### src/logic/rv_exec_pkg.sv
`default_nettype none

package rv_exec_pkg;

    localparam int XLEN = 64;

    typedef enum logic [6:0] {
        OP     = 7'b0110011,
        OP_32  = 7'b0111011,
        OP_IMM = 7'b0010011,
        LOAD   = 7'b0000011,
        STORE  = 7'b0100011,
        BRANCH = 7'b1100011
    } opcode_e;

    typedef enum logic [3:0] {
        ALU_AND  = 4'b0000,
        ALU_SLL  = 4'b0001,
        ALU_ADD  = 4'b0011,
        ALU_SUB  = 4'b0100,
        ALU_SRA  = 4'b0101,
        ALU_SLTU = 4'b1001,
        ALU_ADDW = 4'b1011
    } alu_op_e;

    typedef enum logic [1:0] {
        MEM_NONE = 2'd0,
        MEM_D    = 2'd1,  // doubleword.
        MEM_W    = 2'd2,  // word, sign-extended.
        MEM_BU   = 2'd3   // byte, zero-extended.
    } mem_size_e;

    localparam logic [2:0] F3_ADD  = 3'b000;
    localparam logic [2:0] F3_SLL  = 3'b001;
    localparam logic [2:0] F3_SLTU = 3'b011;
    localparam logic [2:0] F3_SRA  = 3'b101;
    localparam logic [2:0] F3_AND  = 3'b111;
    localparam logic [2:0] F3_LW   = 3'b010;
    localparam logic [2:0] F3_LD   = 3'b011;
    localparam logic [2:0] F3_LBU  = 3'b100;
    localparam logic [2:0] F3_SD   = 3'b011;
    localparam logic [2:0] F3_BEQ  = 3'b000;
    localparam logic [2:0] F3_BNE  = 3'b001;
    localparam logic [6:0] F7_BASE = 7'b0000000;
    localparam logic [6:0] F7_ALT  = 7'b0100000;  // selects SUB and SRA.

    typedef union packed {
        struct packed {
            logic [6:0] funct7;
            logic [4:0] rs2;
            logic [4:0] rs1;
            logic [2:0] funct3;
            logic [4:0] rd;
            opcode_e    opcode;
        } r_fmt;
        struct packed {
            logic [11:0] imm;
            logic [4:0]  rs1;
            logic [2:0]  funct3;
            logic [4:0]  rd;
            opcode_e     opcode;
        } i_fmt;
        struct packed {
            logic [6:0] imm_hi;
            logic [4:0] rs2;
            logic [4:0] rs1;
            logic [2:0] funct3;
            logic [4:0] imm_lo;
            opcode_e    opcode;
        } s_fmt;
        struct packed {
            logic       imm12;
            logic [5:0] imm10_5;
            logic [4:0] rs2;
            logic [4:0] rs1;
            logic [2:0] funct3;
            logic [3:0] imm4_1;
            logic       imm11;
            opcode_e    opcode;
        } b_fmt;
    } instr_u;

endpackage

`default_nettype wire

### src/logic/instr_decoder.sv
`default_nettype none

module instr_decoder (
    input  logic                         clk,
    input  logic                         rst,
    input  logic                         instr_valid,
    input  logic [31:0]                  instr,
    output logic [4:0]                   rs1_addr,
    output logic [4:0]                   rs2_addr,
    input  logic [rv_exec_pkg::XLEN-1:0] rs1_data,
    input  logic [rv_exec_pkg::XLEN-1:0] rs2_data,
    input  logic                         rf_we,
    input  logic [4:0]                   rf_waddr,
    input  logic [rv_exec_pkg::XLEN-1:0] rf_wdata,
    output logic                         ex_valid,
    output logic [4:0]                   ex_rd,
    output rv_exec_pkg::alu_op_e         ex_alu_op,
    output logic [rv_exec_pkg::XLEN-1:0] ex_src1,
    output logic [rv_exec_pkg::XLEN-1:0] ex_src2,
    output rv_exec_pkg::mem_size_e       ex_mem_size,
    output logic                         ex_store,
    output logic [rv_exec_pkg::XLEN-1:0] ex_store_data,
    output logic                         ex_branch,
    output logic                         ex_branch_ne
);
    import rv_exec_pkg::*;

    instr_u          iw;
    logic [XLEN-1:0] imm_i;
    logic [XLEN-1:0] imm_s;
    logic [XLEN-1:0] op1;
    logic [XLEN-1:0] op2;
    logic [XLEN-1:0] dec_src2;
    logic            dec_valid;
    alu_op_e         dec_op;
    mem_size_e       dec_size;
    logic            dec_store;
    logic            dec_branch;
    logic            dec_ne;

    assign iw       = instr;
    assign rs1_addr = iw.r_fmt.rs1;
    assign rs2_addr = iw.r_fmt.rs2;
    assign imm_i    = {{(XLEN-12){iw.i_fmt.imm[11]}}, iw.i_fmt.imm};
    assign imm_s    = {{(XLEN-12){iw.s_fmt.imm_hi[6]}}, iw.s_fmt.imm_hi, iw.s_fmt.imm_lo};

    // the instruction in execute writes back at the same edge, so its result wins.
    assign op1 = (rf_we && rf_waddr == rs1_addr && rs1_addr != 5'd0) ? rf_wdata : rs1_data;
    assign op2 = (rf_we && rf_waddr == rs2_addr && rs2_addr != 5'd0) ? rf_wdata : rs2_data;

    always_comb begin
        dec_valid  = 1'b0;
        dec_op     = ALU_ADD;  // address generation for loads and stores.
        dec_src2   = op2;
        dec_size   = MEM_NONE;
        dec_store  = 1'b0;
        dec_branch = 1'b0;
        dec_ne     = 1'b0;
        case (iw.r_fmt.opcode)
            OP: begin
                dec_valid = 1'b1;
                case ({iw.r_fmt.funct7, iw.r_fmt.funct3})
                    {F7_BASE, F3_ADD}:  dec_op = ALU_ADD;
                    {F7_ALT, F3_ADD}:   dec_op = ALU_SUB;
                    {F7_BASE, F3_SLL}:  dec_op = ALU_SLL;
                    {F7_BASE, F3_SLTU}: dec_op = ALU_SLTU;
                    {F7_ALT, F3_SRA}:   dec_op = ALU_SRA;
                    {F7_BASE, F3_AND}:  dec_op = ALU_AND;
                    default:            dec_valid = 1'b0;
                endcase
            end
            OP_32: begin
                dec_op    = ALU_ADDW;
                dec_valid = (iw.r_fmt.funct7 == F7_BASE) && (iw.r_fmt.funct3 == F3_ADD);
            end
            OP_IMM: begin
                dec_src2  = imm_i;
                dec_valid = (iw.i_fmt.funct3 == F3_ADD);
            end
            LOAD: begin
                dec_src2  = imm_i;
                dec_valid = 1'b1;
                case (iw.i_fmt.funct3)
                    F3_LD:   dec_size = MEM_D;
                    F3_LW:   dec_size = MEM_W;
                    F3_LBU:  dec_size = MEM_BU;
                    default: dec_valid = 1'b0;
                endcase
            end
            STORE: begin
                dec_src2  = imm_s;
                dec_size  = MEM_D;
                dec_store = 1'b1;
                dec_valid = (iw.s_fmt.funct3 == F3_SD);
            end
            BRANCH: begin
                dec_op     = ALU_SUB;
                dec_branch = 1'b1;
                dec_ne     = (iw.b_fmt.funct3 == F3_BNE);
                dec_valid  = (iw.b_fmt.funct3 == F3_BEQ) || (iw.b_fmt.funct3 == F3_BNE);
            end
            default: begin
                dec_valid = 1'b0;  // anything else passes as a bubble.
            end
        endcase
    end

    always_ff @(posedge clk) begin
        if (rst) begin
            ex_valid <= 1'b0;
        end else begin
            ex_valid <= instr_valid && dec_valid;
        end
    end

    always_ff @(posedge clk) begin
        ex_rd         <= iw.r_fmt.rd;
        ex_alu_op     <= dec_op;
        ex_src1       <= op1;
        ex_src2       <= dec_src2;
        ex_mem_size   <= dec_size;
        ex_store      <= dec_store;
        ex_store_data <= op2;
        ex_branch     <= dec_branch;
        ex_branch_ne  <= dec_ne;
    end

endmodule

`default_nettype wire

### config.mk
export PLATFORM = sky130hd
export DESIGN_NAME = instr_decoder
export DESIGN_NICKNAME = d
export VERILOG_FILES = /design/src/logic/rv_exec_pkg.sv /design/src/logic/instr_decoder.sv
export SDC_FILE = /design/constraint.sdc
export NUM_CORES = 1
export LEC_CHECK = 0
export BUFFER_PORTS_ARGS = -buffer_cell sky130_fd_sc_hd__buf_2
export CORE_AREA = 8 8 168 170
export CTS_CLUSTER_SIZE = 16
export DETAILED_ROUTE_END_ITERATION = 10
export DIE_AREA = 0 0 176 178
export PLACE_DENSITY = 0.59
export SLEW_MARGIN = 20
export SYNTH_ARGS = -nofsm -noshare
export SYNTH_HDL_FRONTEND = slang
export SYNTH_SLANG_ARGS = --single-unit
### constraint.sdc
create_clock -name clk -period 3.8 [get_ports clk]
set_input_delay 0.19 -clock clk [delete_from_list [all_inputs] [get_ports clk]]
set_output_delay 0.19 -clock clk [all_outputs]
set_load 0.01 [all_outputs]
==> impl_metrics.yaml, run 1 <==
logic_synthesis:
  ys_warn_count: 0
  synth_seq_cells: 207
  synth_cell_types: 40
  synth_area_leader_cell: "dfxtp_1"
  synth_ff_type: "dfxtp_1"
  synth.top_cells.by_count: "dfxtp_1, mux2_2, o21ba_2"
  syn_nets: 762
  synth.cell_area_um2: 7050
  synth_most_common_cell: "dfxtp_1"
  async_flop_share_pct: 0
  synthCells: 529
  ys_seq_area_share_pct: 58.8
  avgSynthCellArea_um2: 13.3
  yosysTopAreaCellShare_pct: 58.8
  synth-edff-count: 0
  netlist_top_cells_area: "dfxtp_1, mux2_2, o21ba_2"
clock_tree:
  cts_resized: 0
  root_buffer: "clkbuf_16"
  clock_path_buffers: 3
  cts_buffers: 23
  cts_sinks: 207
  postCtsHoldBufs: 265
  post-cts-setup-buffers: 0
  htree_levels: 1
placed_design:
  portBuffers: 449
  placed_area_um2: 9530
  dpl.hpwl_um: 20000
  gp_routability_congestion: 0.767
floorplan:
  fp.dieW_um: 176
  rows: 59
  start_util_pct: 27.5
  die_y_um: 178
  pin_count: 450
outcome:
  lastStage: "4_1_cts"
  outcome: "stopped before the end"
  error: "[ERROR RSZ-0060] Max buffer count reached."
cells by family after synthesis:
kind of cell / after synthesis / share of synthesized area, %
xor gates and xnor gates: 11 / 1.37
AOI/OAI and AO/OA: 80 / 10.1
DFF: 207 / 58.8
muxes: 134 / 21.5
buffers and inverters: 44 / 4.03
and+or+nand+nor: 53 / 4.28
per-stage QoR:
stage | hold WS, ns | cells | setup slack, ns | utilization, %
after detailed placement | 0.313 | 1277 | 1.27 | 37.2
after global placement | 0.313 | 1277 | 1.31 | 37.2
after floorplan | 0.218 | 529 | 2.08 | -
==> run 2: changes to the inputs <==
--- a/config.mk
+++ b/config.mk
@@ -6,11 +6,10 @@
 export NUM_CORES = 1
 export LEC_CHECK = 0
 export BUFFER_PORTS_ARGS = -buffer_cell sky130_fd_sc_hd__buf_2
-export CORE_AREA = 8 8 168 170
-export CTS_CLUSTER_SIZE = 16
+export CORE_MARGIN = 8
+export CORE_UTILIZATION = 25
 export DETAILED_ROUTE_END_ITERATION = 10
-export DIE_AREA = 0 0 176 178
-export PLACE_DENSITY = 0.59
+export PLACE_DENSITY_LB_ADDON = 0.15
 export SLEW_MARGIN = 20
 export SYNTH_ARGS = -nofsm -noshare
 export SYNTH_HDL_FRONTEND = slang
==> run 2 against run 1 <==
  * The run now ends clean
  * Synthesized cell count stayed put
  * Synthesized area stayed put
==> impl_metrics.yaml, run 2 <==
power_and_ir_drop:
  p_int_mw: 4.33
  switching_share_pct: 22.8
  power-per-cell-area_nw_per_um2: 427
  irDropWorstVdd_uv: 267
  power_frac_comb_pct: 14.6
  total_power_mw: 5.61
  cellLeakagePower_nw: 5.93
  switching_power_mw: 1.28
  p_seq_share_pct: 41.7
  pwr-share-clk_pct: 43.7
route:
  viasPerCell: 4.24
  vias: 6929
  drc: 0
  wl_per_cell_um: 18.2
  drtPass1Iterations: 4
  dr.first_iter.drc_count: 133
  drtAntennaViolNets: 0
  routed_wl_um: 29800
finish:
  final_cell_mix: "buf_2, dlygate4sd3_1, dfxtp_1"
  multiInputGateArea_um2: 2640
  final_util_pct: 47.3
  fin_area_um2: 13100
  drive_gt1_share_pct: 54.5
  layout_commonest_cell: "buf_2"
  finalNetCount: 1472
  fillCellCount: 2599
  seqCellArea_um2: 4140
  largestRegisters: "ex_src1 x64, ex_src2 x64, ex_store_data x64"
  area_growth_pct: 86.4
sta:
  rsz0062_at_grt: "false"
  period_minus_slack_ns: 2.51
  worstMarginPinSlew_ns: 0.810
  setup_viol: 0
  fin_tns_setup_ns: 0
  max_clock_freq_ghz: 0.398
  maxSlewHeadroom_pct: 45.5
  hold_viol: 0
  slew_viol_final: 0
  holdWs_ns: 0.0464
  period_share_pct: 66.1
outcome:
  outcome: "complete, no violations"
logic_synthesis:
  avgSynthCellArea_um2: 13.3
  synth.cell_area_um2: 7050
  synth_most_common_cell: "dfxtp_1"
  async_flop_share_pct: 0
  synth_area_leader_cell: "dfxtp_1"
  synth.top_cells.by_count: "dfxtp_1, mux2_2, o21ba_2"
  synth-edff-count: 0
  netlist_top_cells_area: "dfxtp_1, mux2_2, o21ba_2"
  synth_ff_type: "dfxtp_1"
  ys_seq_area_share_pct: 58.8
  synth_cell_types: 40
  synth_seq_cells: 207
  synthCells: 529
  yosysTopAreaCellShare_pct: 58.8
  ys_warn_count: 0
  syn_nets: 762
floorplan:
  rows: 61
  fp.dieW_um: 184
  pin_count: 450
  dieArea_um2: 33800
  design.core.area_um2: 27800
  start_util_pct: 25.4
  die_y_um: 184
clock_tree:
  htree_levels: 1
  tritoncts: "yes"
  clock_path_buffers: 3
  cts_sinks: 207
  clk_pin_slew_ns: 0.06
  cts_buffers: 24
  root_buffer: "clkbuf_16"
  cts_resized: 0
grt:
  grt_max_degree: 54
  grt_usage_pct: 16.6
  antenna_found_initial: 2
  grt_pass1_wl_um: 44300
  grt_pass1_vias: 7836
  grt_overflow: 0
hold_path:
  hp-start: "rf_wdata[39]"
  min_path_type: "in -> reg"
placed_design:
  portBuffers: 449
  dpl.hpwl_um: 21000
  placed_area_um2: 9570
  gp_routability_congestion: 0.850
critical_path:
  worstPathMaxFanout: 3
  end_kind: "flop"
  path_class: "in -> reg"
  required_ns: 4.26
  crit_arrival_ns: 2.97
  worst_setup_path_start_kind: "input port"
  crit_start: "instr[25]"
job:
  max_cap_violations: 0
run 2: cell counts after synthesis:
No cell type changed its count.
run 2: cell type report:
class	instances	area share [%]
inverters	3	0.0857
well taps	378	3.60
diodes	1	0.0190
clock buffers	36	5.60
repair buffers	725	38.1
multi-input cells	278	20.1
flip-flops and latches	207	31.5
clock inverters	7	0.952
run 2: final timing paths:
| check | to | slack [ns] | depth (start not counted) |
|---|---|---|---|
| max | ex_alu_op[3]$_DFF_P_ | 1.29 | 7 |
| min | ex_src2[39]$_DFF_P_ | 0.05 | 3 |
run 2: per-stage QoR:
stage,instances,worst slack (ns)
2_1_floorplan,529,2.08
3_3_place_gp,1320,1.43
3_5_place_dp,1320,1.42
4_1_cts,1634,1.34
5_1_grt,1635,1.16
6_report,1635,1.29
run 2: worst max-delay path, stage by stage:
cell	delay (ns)
dlygate4sd3_1	0.52
buf_2	0.14
nor4_1	0.46
nand2_1	0.18
or4_1	0.52
a2111oi_2	0.36
dlygate4sd3_1	0.59
run 2: power groups by stage:
| stage | Combinational (mW) | Sequential, mW | Clock (mW) |
|---|---|---|---|
| final | 0.819 | 2.34 | 2.45 |
| after global routing | 0.882 | 2.35 | 2.63 |
| after CTS | 0.822 | 2.34 | 2.54 |
| after detailed placement | 0.589 | 2.38 | 0 |
| after global placement | 0.593 | 2.38 | 0 |
| after floorplan | 0.184 | 2.46 | 0 |
run 2: what timing repair did:
action	CTS	global route
hold buffers	271	0
hold endpoints to repair	167	0
setup buffers	0	0
run 2: logic make-up after synthesis:
| logic type | Yosys count | share of synthesized area [%] |
|---|---|---|
| compound gates | 80 | 10.1 |
| mux | 134 | 21.5 |
| flops | 207 | 58.8 |
| xor+xnor | 11 | 1.37 |
| simple gates | 53 | 4.28 |
| buf+inv | 44 | 4.03 |
run 2: routing by layer:
| layer | GRT usage [%] | vias up | wire length, um |
|---|---|---|---|
| li1 | - | 3275 | - |
| met1 | 16.4 | 3278 | 10600 |
| met2 | 31.6 | 328 | 15500 |
| met3 | 6.21 | 46 | 2920 |
| met4 | 4.97 | 2 | 781 |
| met5 | 0 | - | 13 |
Power figures use the tool's default switching activity.
